$ cat src/sd_cfg.svh
`ifndef SD_CFG_SVH
`define SD_CFG_SVH

// Command token fields
`define SD_CMD_IDX_W 6
`define SD_CMD_ARG_W 32
`define SD_CRC_W     7

// Command and 48-bit response tokens share one length
`define SD_TOKEN_W   48

// Cycles after the command end bit before a missing response is a timeout
`define SD_NCR_MAX   64

// Complete, timeout, CRC, end bit, index
`define SD_INT_W     5

`endif

$ cat src/sd_pkg.sv
`default_nettype none
`include "sd_cfg.svh"

package sd_pkg;

    typedef logic [`SD_CMD_IDX_W-1:0] cmd_idx_t;
    typedef logic [`SD_CMD_ARG_W-1:0] cmd_arg_t;
    typedef logic [`SD_TOKEN_W-1:0]   sd_token_t;
    typedef logic [`SD_CRC_W-1:0]     crc7_t;
    typedef logic [`SD_INT_W-1:0]     int_status_t;

    typedef enum logic {
        RESP_NONE,
        RESP_48
    } resp_kind_t;

    typedef enum logic [1:0] {
        IDLE,
        SEND,
        WAIT,
        RECV
    } line_state_t;

    // CRC7 over the leading 40 bits, MSB first, x^7 + x^3 + 1
    function automatic crc7_t sd_crc7(input sd_token_t token);
        crc7_t crc;
        logic  fb;
        crc = '0;
        for (int i = `SD_TOKEN_W - 1; i > `SD_CRC_W; i--) begin
            fb  = token[i] ^ crc[`SD_CRC_W-1];
            crc = {crc[`SD_CRC_W-2:0], 1'b0};
            if (fb) begin
                crc = crc ^ crc7_t'(7'h09);
            end
        end
        return crc;
    endfunction

endpackage

`default_nettype wire

$ cat src/sd_cmd_ifs.sv
`default_nettype none

// Frame build to serial line
interface sd_cmd_if;
    import sd_pkg::*;

    logic       valid;
    sd_token_t  token;
    resp_kind_t kind;
    cmd_idx_t   idx;
    logic       busy;

    modport frame (output valid, token, kind, idx, input busy);
    modport line  (input valid, token, kind, idx, output busy);
endinterface

// Serial line to response check
interface sd_resp_if;
    import sd_pkg::*;

    logic       valid;
    sd_token_t  token;
    resp_kind_t kind;
    cmd_idx_t   idx;
    logic       timed_out;

    modport line  (output valid, token, kind, idx, timed_out);
    modport check (input valid, token, kind, idx, timed_out);
endinterface

`default_nettype wire

$ cat src/sd_cmd_check.sv
`default_nettype none
`include "sd_cfg.svh"

module sd_cmd_check (
    input  wire                      sd_clk_i,
    input  wire                      rst_i,
    sd_resp_if.check                 resp,
    input  wire sd_pkg::int_status_t int_en_i,
    input  wire sd_pkg::int_status_t int_clr_i,
    output logic                     done_o,
    output sd_pkg::cmd_arg_t         resp_arg_o,
    output sd_pkg::int_status_t      int_status_o,
    output logic                     irq_o
);
    import sd_pkg::*;

    // Status bit positions
    localparam int INT_CC   = 0;
    localparam int INT_CTO  = 1;
    localparam int INT_CCRC = 2;
    localparam int INT_CEND = 3;
    localparam int INT_CIDX = 4;

    // Response token field positions
    localparam int IDX_LSB = `SD_TOKEN_W - 2 - `SD_CMD_IDX_W;
    localparam int ARG_LSB = IDX_LSB - `SD_CMD_ARG_W;

    int_status_t set_mask;
    logic        resp_ok;
    crc7_t       crc_rx;
    cmd_idx_t    idx_rx;

    assign crc_rx  = resp.token[ARG_LSB-1:1];
    assign idx_rx  = resp.token[IDX_LSB+`SD_CMD_IDX_W-1:IDX_LSB];
    assign resp_ok = resp.valid & (resp.kind == RESP_48) & ~resp.timed_out;

    always_comb begin
        set_mask         = '0;
        set_mask[INT_CC] = resp.valid;
        if (resp.valid && resp.kind == RESP_48 && resp.timed_out) begin
            set_mask[INT_CTO] = 1'b1;
        end
        if (resp_ok) begin
            set_mask[INT_CCRC] = (crc_rx != sd_crc7(resp.token));
            set_mask[INT_CEND] = ~resp.token[0];
            set_mask[INT_CIDX] = (idx_rx != resp.idx);
        end
    end

    always_ff @(posedge sd_clk_i) begin
        if (rst_i) begin
            int_status_o <= '0;
            done_o       <= 1'b0;
        end else begin
            // New events take priority over a clear
            int_status_o <= (int_status_o & ~int_clr_i) | set_mask;
            done_o       <= resp.valid;
        end
    end

    always_ff @(posedge sd_clk_i) begin
        if (resp_ok) begin
            resp_arg_o <= resp.token[ARG_LSB+`SD_CMD_ARG_W-1:ARG_LSB];
        end
    end

    assign irq_o = |(int_status_o & int_en_i);

endmodule

`default_nettype wire

$ cat src/sd_cmd_ctrl.sv
`default_nettype none

module sd_cmd_ctrl (
    input  wire                      sd_clk_i,
    input  wire                      rst_i,
    input  wire                      start_i,
    input  wire sd_pkg::cmd_idx_t    cmd_idx_i,
    input  wire sd_pkg::cmd_arg_t    cmd_arg_i,
    input  wire sd_pkg::resp_kind_t  resp_kind_i,
    output wire                      busy_o,
    input  wire                      sd_cmd_i,
    output wire                      sd_cmd_o,
    output wire                      sd_cmd_oe_o,
    output wire                      done_o,
    output wire sd_pkg::cmd_arg_t    resp_arg_o,
    output wire sd_pkg::int_status_t int_status_o,
    input  wire sd_pkg::int_status_t int_en_i,
    input  wire sd_pkg::int_status_t int_clr_i,
    output wire                      irq_o
);

    sd_cmd_if  cmd_if ();
    sd_resp_if resp_if ();

    sd_cmd_frame i_sd_cmd_frame (
        .sd_clk_i    (sd_clk_i),
        .rst_i       (rst_i),
        .start_i     (start_i),
        .cmd_idx_i   (cmd_idx_i),
        .cmd_arg_i   (cmd_arg_i),
        .resp_kind_i (resp_kind_i),
        .busy_o      (busy_o),
        .cmd         (cmd_if.frame)
    );

    // CMD line driver and response capture
    sd_cmd_serial i_sd_cmd_serial (
        .sd_clk_i    (sd_clk_i),
        .rst_i       (rst_i),
        .cmd         (cmd_if.line),
        .resp        (resp_if.line),
        .sd_cmd_i    (sd_cmd_i),
        .sd_cmd_o    (sd_cmd_o),
        .sd_cmd_oe_o (sd_cmd_oe_o)
    );

    sd_cmd_check i_sd_cmd_check (
        .sd_clk_i     (sd_clk_i),
        .rst_i        (rst_i),
        .resp         (resp_if.check),
        .int_en_i     (int_en_i),
        .int_clr_i    (int_clr_i),
        .done_o       (done_o),
        .resp_arg_o   (resp_arg_o),
        .int_status_o (int_status_o),
        .irq_o        (irq_o)
    );

endmodule

`default_nettype wire

$ cat src/sd_cmd_frame.sv
`default_nettype none
`include "sd_cfg.svh"

module sd_cmd_frame (
    input  wire                     sd_clk_i,
    input  wire                     rst_i,
    input  wire                     start_i,
    input  wire sd_pkg::cmd_idx_t   cmd_idx_i,
    input  wire sd_pkg::cmd_arg_t   cmd_arg_i,
    input  wire sd_pkg::resp_kind_t resp_kind_i,
    output logic                    busy_o,
    sd_cmd_if.frame                 cmd
);
    import sd_pkg::*;

    logic      pending;
    logic      accept;
    sd_token_t body;
    sd_token_t token_next;

    assign busy_o = pending | cmd.busy;
    assign accept = start_i & ~busy_o;

    // Header fields with CRC and end bit zeroed
    assign body       = {1'b0, 1'b1, cmd_idx_i, cmd_arg_i, {(`SD_CRC_W + 1){1'b0}}};
    assign token_next = {body[`SD_TOKEN_W-1:`SD_CRC_W+1], sd_crc7(body), 1'b1};

    assign cmd.valid = pending;

    always_ff @(posedge sd_clk_i) begin
        if (rst_i) begin
            pending <= 1'b0;
        end else begin
            pending <= accept;
        end
    end

    always_ff @(posedge sd_clk_i) begin
        if (accept) begin
            cmd.token <= token_next;
            cmd.kind  <= resp_kind_i;
            cmd.idx   <= cmd_idx_i;
        end
    end

endmodule

`default_nettype wire

$ cat src/sd_cmd_serial.sv
`default_nettype none
`include "sd_cfg.svh"

module sd_cmd_serial (
    input  wire     sd_clk_i,
    input  wire     rst_i,
    sd_cmd_if.line  cmd,
    sd_resp_if.line resp,
    input  wire     sd_cmd_i,
    output logic    sd_cmd_o,
    output logic    sd_cmd_oe_o
);
    import sd_pkg::*;

    localparam int CNT_W = $clog2(`SD_NCR_MAX + `SD_TOKEN_W);
    localparam logic [CNT_W-1:0] LAST_BIT = CNT_W'(`SD_TOKEN_W - 1);
    localparam logic [CNT_W-1:0] NCR_LAST = CNT_W'(`SD_NCR_MAX - 1);

    line_state_t      state;
    sd_token_t        shreg;
    logic [CNT_W-1:0] bit_cnt;
    resp_kind_t       kind_q;
    cmd_idx_t         idx_q;

    assign cmd.busy   = (state != IDLE);
    assign resp.token = shreg;
    assign resp.kind  = kind_q;
    assign resp.idx   = idx_q;

    always_ff @(posedge sd_clk_i) begin
        if (rst_i) begin
            state          <= IDLE;
            bit_cnt        <= '0;
            sd_cmd_o       <= 1'b1;
            sd_cmd_oe_o    <= 1'b0;
            resp.valid     <= 1'b0;
            resp.timed_out <= 1'b0;
        end else begin
            resp.valid <= 1'b0;
            case (state)
                IDLE: begin
                    if (cmd.valid) begin
                        state       <= SEND;
                        bit_cnt     <= '0;
                        sd_cmd_oe_o <= 1'b1;
                        sd_cmd_o    <= cmd.token[`SD_TOKEN_W-1];
                    end
                end
                SEND: begin
                    if (bit_cnt == LAST_BIT) begin
                        // End bit done, release the line
                        sd_cmd_oe_o <= 1'b0;
                        sd_cmd_o    <= 1'b1;
                        bit_cnt     <= '0;
                        if (kind_q == RESP_48) begin
                            state <= WAIT;
                        end else begin
                            state          <= IDLE;
                            resp.valid     <= 1'b1;
                            resp.timed_out <= 1'b0;
                        end
                    end else begin
                        sd_cmd_o <= shreg[`SD_TOKEN_W-1];
                        bit_cnt  <= bit_cnt + 1'b1;
                    end
                end
                WAIT: begin
                    if (!sd_cmd_i) begin
                        // Start bit already captured
                        state   <= RECV;
                        bit_cnt <= CNT_W'(1);
                    end else if (bit_cnt == NCR_LAST) begin
                        state          <= IDLE;
                        resp.valid     <= 1'b1;
                        resp.timed_out <= 1'b1;
                    end else begin
                        bit_cnt <= bit_cnt + 1'b1;
                    end
                end
                RECV: begin
                    if (bit_cnt == LAST_BIT) begin
                        state          <= IDLE;
                        resp.valid     <= 1'b1;
                        resp.timed_out <= 1'b0;
                    end else begin
                        bit_cnt <= bit_cnt + 1'b1;
                    end
                end
                default: begin
                    state <= IDLE;
                end
            endcase
        end
    end

    // Shift register serves both directions
    always_ff @(posedge sd_clk_i) begin
        case (state)
            IDLE: begin
                if (cmd.valid) begin
                    shreg  <= {cmd.token[`SD_TOKEN_W-2:0], 1'b0};
                    kind_q <= cmd.kind;
                    idx_q  <= cmd.idx;
                end
            end
            SEND: begin
                shreg <= {shreg[`SD_TOKEN_W-2:0], 1'b0};
            end
            WAIT: begin
                if (!sd_cmd_i) begin
                    shreg <= {shreg[`SD_TOKEN_W-2:0], sd_cmd_i};
                end
            end
            default: begin
                shreg <= {shreg[`SD_TOKEN_W-2:0], sd_cmd_i};
            end
        endcase
    end

endmodule

`default_nettype wire

$ cat config.mk
export PLATFORM = sky130hd
export DESIGN_NAME = sd_cmd_ctrl
export DESIGN_NICKNAME = d
export VERILOG_FILES = /design/src/sd_pkg.sv /design/src/sd_cmd_ifs.sv /design/src/sd_cmd_check.sv /design/src/sd_cmd_ctrl.sv /design/src/sd_cmd_frame.sv /design/src/sd_cmd_serial.sv
export VERILOG_INCLUDE_DIRS = /design/src
export SDC_FILE = /design/constraint.sdc
export NUM_CORES = 1
export LEC_CHECK = 0
export ABC_AREA = 1
export BUFFER_PORTS_ARGS = -buffer_cell sky130_fd_sc_hd__buf_4
export CAP_MARGIN = 20
export CELL_PAD_IN_SITES_DETAIL_PLACEMENT = 1
export CELL_PAD_IN_SITES_GLOBAL_PLACEMENT = 1
export CORE_MARGIN = 2
export CORE_UTILIZATION = 25
export DETAILED_ROUTE_END_ITERATION = 10
export PLACE_DENSITY_LB_ADDON = 0.12
export RECOVER_POWER = 50
export SLEW_MARGIN = 20
export SYNTH_ARGS = -nofsm -noshare
export SYNTH_HDL_FRONTEND = slang
export SYNTH_SLANG_ARGS = --single-unit
$ cat constraint.sdc
create_clock -name sd_clk_i -period 3.5 [get_ports sd_clk_i]
set_clock_uncertainty 0.15 [all_clocks]
set_input_delay 0.7 -clock sd_clk_i [delete_from_list [all_inputs] [get_ports sd_clk_i]]
set_output_delay 0.7 -clock sd_clk_i [all_outputs]
set_load 0.02 [all_outputs]
After elaboration in Yosys (flattened, before gate mapping):

Index checks and enable logic that the tools add are counted.

* register bits: 159
* word-level logic and storage cells: 365
* output and inout bits: 42
* input port bits: 53

* multiplexer cells: 153
* eq/ne operators: 17
* bitwise gates (word level): 163
* $add $sub $neg: 1
* reductions and logical operators: 14

Operators with widths (number)
* $mux W7: 45
* $mux W4: 78
* $not A2 Y2: 76
* $pmux W48 S3: 1
* $mux W48: 2
* $xor A1 B1 Y1: 73
* $pmux W7 S4: 1
* $eq A7 B6 Y1 const B: 2
* $mux W1: 14
* $mux W2: 6
* $and A5 B5 Y5: 2
* $ne A2 B2 Y1 const B: 5
* $pmux W2 S4: 1
* $add A7 B1 Y7 const B: 1
* $ne A7 B7 Y1: 1
* $ne A2 B1 Y1 const B: 3
* $ne A6 B6 Y1: 1
* $pmux W1 S3: 2
* $reduce_and A2 Y1: 3
* $reduce_and A3 Y1: 2
* $reduce_and A6 Y1: 1
* $not A5 Y5: 1
* $or A5 B5 Y5: 1
* $reduce_or A5 Y1: 1
* other kinds (15): 25

Logic depth before layout (Yosys ltp):

* word-level depth: 123
* depth in mapped cells: 31

Hierarchy:

A second synthesis with hierarchy kept.

* cell total of the unflattened synthesis: 1195
* area total of the unflattened synthesis: 9183.8 um^2

By module, submodules not included
* sd_cmd_serial: instances 1, seq. area each 1911.8 um^2, area an instance 3293.2 um^2, cells each 357
* sd_cmd_check: instances 1, seq. area each 1081.0 um^2, area an instance 3064.2 um^2, cells each 481
* sd_cmd_frame: instances 1, seq. area each 1401.3 um^2, area an instance 2826.5 um^2, cells each 357

Least setup slack after synthesis:

No wires, ideal clock.

* kind: register -> register
* start: register i_sd_cmd_serial.state[0]
* end: register i_sd_cmd_frame.cmd.idx[0], enable pin
* setup time: 0.450 ns
* arrival time: 3.140 ns
* clock period less this slack: 3.740 ns
* path buffers: 1
* cell stages (with the launch flop): 8
* slack: -0.240 ns
* cells stage by stage: dfxtp_1 -> inv_1 -> ha_1 -> clkbuf_1 -> inv_1 -> nor2_1 -> inv_1 -> nor2_1

* longest elaborated chain between the ends: 4

Ends and longest elaborated chain
* from (decl): RTL line sd_cmd_serial.sv:19 `line_state_t state;`
* from (signal assigned): RTL line sd_cmd_serial.sv:32 `state <= IDLE;`
* from (signal assigned): RTL line sd_cmd_serial.sv:43 `state <= SEND;`
* from (signal assigned): RTL line sd_cmd_serial.sv:56 `state <= WAIT;`
* $reduce_bool A2 Y1: RTL line sd_cmd_serial.sv:25 `assign cmd.busy = (state != IDLE);`
* $or A1 B1 Y1: RTL line sd_cmd_frame.sv:21 `assign busy_o = pending | cmd.busy;`
* via busy_o: RTL line sd_cmd_ctrl.sv:10 `output wire busy_o,`
* $not A1 Y1: RTL line sd_cmd_frame.sv:22 `assign accept = start_i & ~busy_o;`
* $and A1 B1 Y1: RTL line sd_cmd_frame.sv:22
* via i_sd_cmd_frame.accept: RTL line sd_cmd_frame.sv:17 `logic accept;`
* to (signal assigned): RTL line sd_cmd_frame.sv:42 `cmd.idx <= cmd_idx_i;`
* to (decl): RTL line sd_cmd_ifs.sv:13 `modport frame (output valid, token, kind, idx, input busy);`

The timed path passes the listed nets, and every way through them passes these cells.
A chain may end at the register's enable or synchronous reset.

Worst setup path in the final report:

* start: register i_sd_cmd_serial.shreg[47] (netlist: i_sd_cmd_serial.resp.token[47])
* end: register i_sd_cmd_check.int_status_o[2]

* longest elaborated chain between the ends: 78
* elaborated cells on any way between the ends: 141
* those cells by class: 1 x eq/ne; 81 x mux; 59 x bitwise

Ends and longest elaborated chain
* from (decl): RTL line sd_cmd_serial.sv:20 `sd_token_t shreg;`
* from (signal assigned): RTL line sd_cmd_serial.sv:101 `` shreg <= {cmd.token[`SD_TOKEN_W-2:0], 1'b0}; ``
* from (signal assigned): RTL line sd_cmd_serial.sv:107 `` shreg <= {shreg[`SD_TOKEN_W-2:0], 1'b0}; ``
* from (signal assigned): RTL line sd_cmd_serial.sv:111 `` shreg <= {shreg[`SD_TOKEN_W-2:0], sd_cmd_i}; ``
* $mux W4 *: RTL line sd_pkg.sv:32 `if (fb) begin`
* $mux W7 *: RTL line sd_cmd_check.sv:43 `if (resp_ok) begin`
* $mux W4: RTL line sd_pkg.sv:32
* $mux W7 *: RTL line sd_cmd_check.sv:43
* $mux W4: RTL line sd_pkg.sv:32
* $mux W7 *: RTL line sd_cmd_check.sv:43
* $not A2 Y2 (no source line)
* $mux W4: RTL line sd_pkg.sv:32
* [... 61 more ...]
* $mux W4: RTL line sd_pkg.sv:32
* $mux W7 *: RTL line sd_cmd_check.sv:43
* $not A2 Y2 (no source line)
* $mux W4: RTL line sd_pkg.sv:32
* $mux W7 * (2 in series): RTL line sd_cmd_check.sv:43
* $ne A7 B7 Y1 *: RTL line sd_cmd_check.sv:44 `set_mask[INT_CCRC] = (crc_rx != sd_crc7(resp.token));`
* $mux W3 *: RTL line sd_cmd_check.sv:43
* $or A5 B5 Y5 *: RTL line sd_cmd_check.sv:56 `int_status_o <= (int_status_o & ~int_clr_i) | set_mask;`
* to (signal assigned): RTL line sd_cmd_check.sv:56
* to (decl): RTL line sd_cmd_check.sv:12 `output sd_pkg::int_status_t int_status_o,`

Mark *: on every way between the ends. The rest lies on a longest branch, timed or not. The select of a mux whose other input is x is not followed.

==> metrics.json <==
{
  "run_status": {"value": "complete, but fails checks"},
  "violations": {"value": "max-capacitance violations, max-slew violations"},
  "post_synth_num_cell_types": {"value": 30},
  "gpl.final_weighted_congestion": {"value": 0.774},
  "maximum_fanout_count_along_the_critical_path": {"value": 4},
  "main_area_contributors_after_synthesis": {"value": "sky130_fd_sc_hd__edfxtp_1 (50%), sky130_fd_sc_hd__nand2_1 (12%), sky130_fd_sc_hd__nand3_1 (8.1%)"},
  "synth_compound_area_frac": {"value": 0.0594},
  "crit_path_max_incr_delay": {"value": 0.52, "unit": "ns"},
  "tritoncts": {"value": "done"},
  "headroom_to_the_max_slew_limit": {"value": -0.0892},
  "most_common_library_cells_after_synthesis": {"value": "sky130_fd_sc_hd__nand2_1 (255), sky130_fd_sc_hd__edfxtp_1 (133), sky130_fd_sc_hd__nand3_1 (129), sky130_fd_sc_hd__inv_1 (103), sky130_fd_sc_hd__o21ai_0 (59)"},
  "dr.max_layer_used": {"value": "met4"},
  "fin_tns_setup": {"value": 0, "unit": "ns"},
  "grtUsageTotal": {"value": 0.149},
  "floorplan.die.width": {"value": 182, "unit": "um"},
  "layout_min_cycle_time": {"value": 3.28, "unit": "ns"},
  "synthesis.instances": {"value": 865},
  "vias_per_std_cell": {"value": 4.40},
  "wl_per_cell": {"value": 16.8, "unit": "um"},
  "synthMostInstantiatedCell": {"value": "sky130_fd_sc_hd__nand2_1"},
  "worst-setup-path-type": {"value": "reg -> reg"},
  "yosys.area_share.adder": {"value": 0.00788},
  "cp.arrival": {"value": 3.45, "unit": "ns"},
  "critPathSlowestCell": {"value": "sky130_fd_sc_hd__edfxtp_1"},
  "die_height": {"value": 182, "unit": "um"},
  "grt_pass1_vias": {"value": 6360},
  "max_freq": {"value": 305, "unit": "MHz"},
  "wl_met2": {"value": 11.6, "unit": "mm"},
  "met3_wirelength": {"value": 735, "unit": "um"},
  "mappedNetlistNets": {"value": 923},
  "ff2ff_path_depth": {"value": 29},
  "finish.net_count": {"value": 1077},
  "netlist.area_leader.share": {"value": 0.503},
  "yosys_warnings": {"value": 0},
  "min_period_over_period": {"value": 0.937},
  "cp_launch_type": {"value": "flop"},
  "largest_net_degree_at_the_start_of_global_routing": {"value": 52},
  "timing_worst_slew_pin_value": {"value": 1.63, "unit": "ns"},
  "synth_area_leader_cell": {"value": "sky130_fd_sc_hd__edfxtp_1"},
  "final_core_utilization": {"value": 0.330},
  "required": {"value": 3.67, "unit": "ns"},
  "min_path_type": {"value": "reg -> reg"},
  "muxShareOfSynthArea": {"value": 0},
  "post_cts_hold_buffers": {"value": 0},
  "r2r-start": {"value": "i_sd_cmd_serial.resp.token[47]"},
  "route.detailed.drc": {"value": 0},
  "synth_top_family_by_area": {"value": "simple AND/OR/NAND/NOR gates"},
  "mappedNetlistArea": {"value": 7940, "unit": "um2"},
  "clockRootBuffer": {"value": "sky130_fd_sc_hd__clkbuf_16"},
  "clock_tree.buffer_depth": {"value": 2},
  "whs_path_depth": {"value": 0},
  "number_of_iterations_in_the_first_detailed_routing_pass": {"value": 4},
  "fp-row-count": {"value": 65},
  "antenna_found_initial": {"value": 0},
  "ff2ff_setup_slack": {"value": 0.22, "unit": "ns"},
  "dpl.hpwl": {"value": 18.6, "unit": "mm"},
  "ant_nets": {"value": 0},
  "report.final.setup_viol": {"value": 0},
  "library_cell_appearing_most_often_on_the_critical_path": {"value": "sky130_fd_sc_hd__nand2_2"},
  "initial_core_util": {"value": 0.253},
  "worst_setup_path_end_kind": {"value": "flop"},
  "worstHoldStart": {"value": "i_sd_cmd_frame.cmd.kind"},
  "synth.avg_cell_area": {"value": 9.18, "unit": "um2"},
  "io-pin-count": {"value": 95},
  "yosys.area_share.simple": {"value": 0.231},
  "initial_detailed_routing_violation_count": {"value": 304},
  "die_area": {"value": 33200, "unit": "um2"},
  "number_of_buffers_created_by_cts": {"value": 17},
  "detail_route.wirelength": {"value": 24.2, "unit": "mm"},
  "dr_total_vias": {"value": 6303},
  "areaGrowthSynthToFinish": {"value": 30.6, "unit": "%"},
  "clk_lat_worst_skew": {"value": 0.43, "unit": "ns"},
  "cts_h_tree_depth": {"value": 4},
  "first_pass_grt_wire_length": {"value": 37.2, "unit": "mm"},
  "port-buffer-count": {"value": 94},
  "synth-edff-count": {"value": 133},
  "report.final.slew_viol_count": {"value": 15},
  "coreArea": {"value": 31400, "unit": "um2"},
  "gr-total-overflow": {"value": 0},
  "antenna_cells": {"value": 0},
  "postSynthRegisterBits": {"value": 153},
  "clock_sink_count": {"value": 153},
  "synth_seq_area_share": {"value": 0.553},
  "m1_wire_length": {"value": 11.6, "unit": "mm"},
  "timing.final.hold_violations": {"value": 0},
  "clkTransAtPathRegs": {"value": 0.06, "unit": "ns"},
  "worst_r2r_endpoint": {"value": "i_sd_cmd_check.int_status_o[2]"},
  "ys.flop_type": {"value": "sky130_fd_sc_hd__edfxtp_1"},
  "synth-async-reset-ratio": {"value": 0},
  "synth_xor_xnor_area_share": {"value": 0.0920},
  "layout-drive-gt1-share": {"value": 0.255},
  "worstHoldEndpoint": {"value": "i_sd_cmd_serial.resp.kind"},
  "drv.max_cap_violation_count": {"value": 1}
}
==> worst max-delay path by stage <==
| stage | start | end | slack (ns) |
|---|---|---|---|
| final | i_sd_cmd_serial.resp.token[47] | i_sd_cmd_check.int_status_o[2] | 0.22 |
| after CTS | i_sd_cmd_serial.resp.token[47] | i_sd_cmd_check.int_status_o[2] | 0.01 |
| after global placement | i_sd_cmd_serial.resp.token[47] | i_sd_cmd_check.int_status_o[2] | -0.07 |
| after floorplan | cmd_idx_i[5] | i_sd_cmd_frame.cmd.token[5] | 0.25 |
| after detailed placement | cmd_idx_i[2] | i_sd_cmd_frame.cmd.token[5] | -0.14 |
| after global routing | i_sd_cmd_serial.resp.token[47] | i_sd_cmd_check.int_status_o[2] | -0.04 |
==> logic make-up after synthesis <==
logic type,after synthesis
AO/OA/AOI/OAI,88
XOR/XNOR,68
adder cells (fa/ha/maj),5
buffers and inverters,120
flip-flops,153
AND/OR/NAND/NOR,431
==> registers in the layout, indices dropped and copies added, names as in the netlist <==
name / flops
i_sd_cmd_frame.cmd.idx: 5
i_sd_cmd_check.done_o: 1
i_sd_cmd_serial.sd_cmd_o: 1
i_sd_cmd_serial.resp.valid: 1
i_sd_cmd_serial.resp.idx: 6
i_sd_cmd_frame.cmd.token: 40
i_sd_cmd_serial.bit_cnt: 7
i_sd_cmd_serial.resp.kind: 1
i_sd_cmd_frame.cmd.valid: 1
i_sd_cmd_serial.resp.timed_out: 1
i_sd_cmd_serial.sd_cmd_oe_o: 1
i_sd_cmd_serial.resp.token: 48
i_sd_cmd_frame.cmd.kind: 1
i_sd_cmd_check.resp_arg_o: 32
i_sd_cmd_serial.state: 2
i_sd_cmd_check.int_status_o: 5
==> worst max-delay path: cells and delay by family (launching register included) <==
family                 cells  cell delay [ns]
AOI/OAI and AO/OA          1             0.06
and+or+nand+nor           24             1.92
DFF                        1             0.52
buffers and inverters      4             0.52
==> area by class of cell <==
class / count / area, um2
Fill cell: 3670 / 21000
Inverter: 104 / 395
Tap cell: 402 / 503
Timing Repair Buffer: 151 / 850
Clock buffer: 17 / 425
Clock inverter: 15 / 151
Multi-Input combinational cell: 592 / 3660
Sequential cell: 153 / 4390
==> layout by cell type, fill, tap and decap left out, types with 15 or more instances in the layout <==
cell / count
sky130_fd_sc_hd__a21oi_1: 17
sky130_fd_sc_hd__buf_4: 68
sky130_fd_sc_hd__clkbuf_1: 77
sky130_fd_sc_hd__clkbuf_16: 17
sky130_fd_sc_hd__dfxtp_1: 20
sky130_fd_sc_hd__edfxtp_1: 133
sky130_fd_sc_hd__inv_1: 94
sky130_fd_sc_hd__nand2_1: 167
sky130_fd_sc_hd__nand2_2: 76
sky130_fd_sc_hd__nand2_4: 19
sky130_fd_sc_hd__nand3_1: 105
sky130_fd_sc_hd__nand3_2: 15
sky130_fd_sc_hd__o21ai_0: 58
sky130_fd_sc_hd__xnor2_1: 25
sky130_fd_sc_hd__xor2_1: 24
==> through the flow <==
step | instance area [um2] | hold WS, ns | std cells | setup slack, ns
6_report | 10400 | 0.276 | 1434 | 0.222
5_1_grt | 10400 | 0.294 | 1434 | -0.0433
4_1_cts | 10100 | 0.268 | 1425 | 0.0132
3_5_place_dp | 9470 | 0.263 | 1392 | -0.136
3_3_place_gp | 9470 | 0.258 | 1392 | -0.0686
2_1_floorplan | 7950 | 0.250 | 865 | 0.254
==> layer usage <==
layer | up-vias | global-route usage
met3 | 17 | 0.0285
met4 | 0 | 0.0374
met5 | - | 0
li1 | 3191 | -
met2 | 84 | 0.247
met1 | 3011 | 0.200
==> what timing repair did <==
item                                    in CTS  in global routing
buffers inserted                             1                  9
pin swaps                                    1                 34
endpoints found under the setup margin       1                  1
gates resized for setup                     12                152
Power is not shown: default switching activity piles up to over one toggle a cycle in this logic, so the estimate is an artifact.
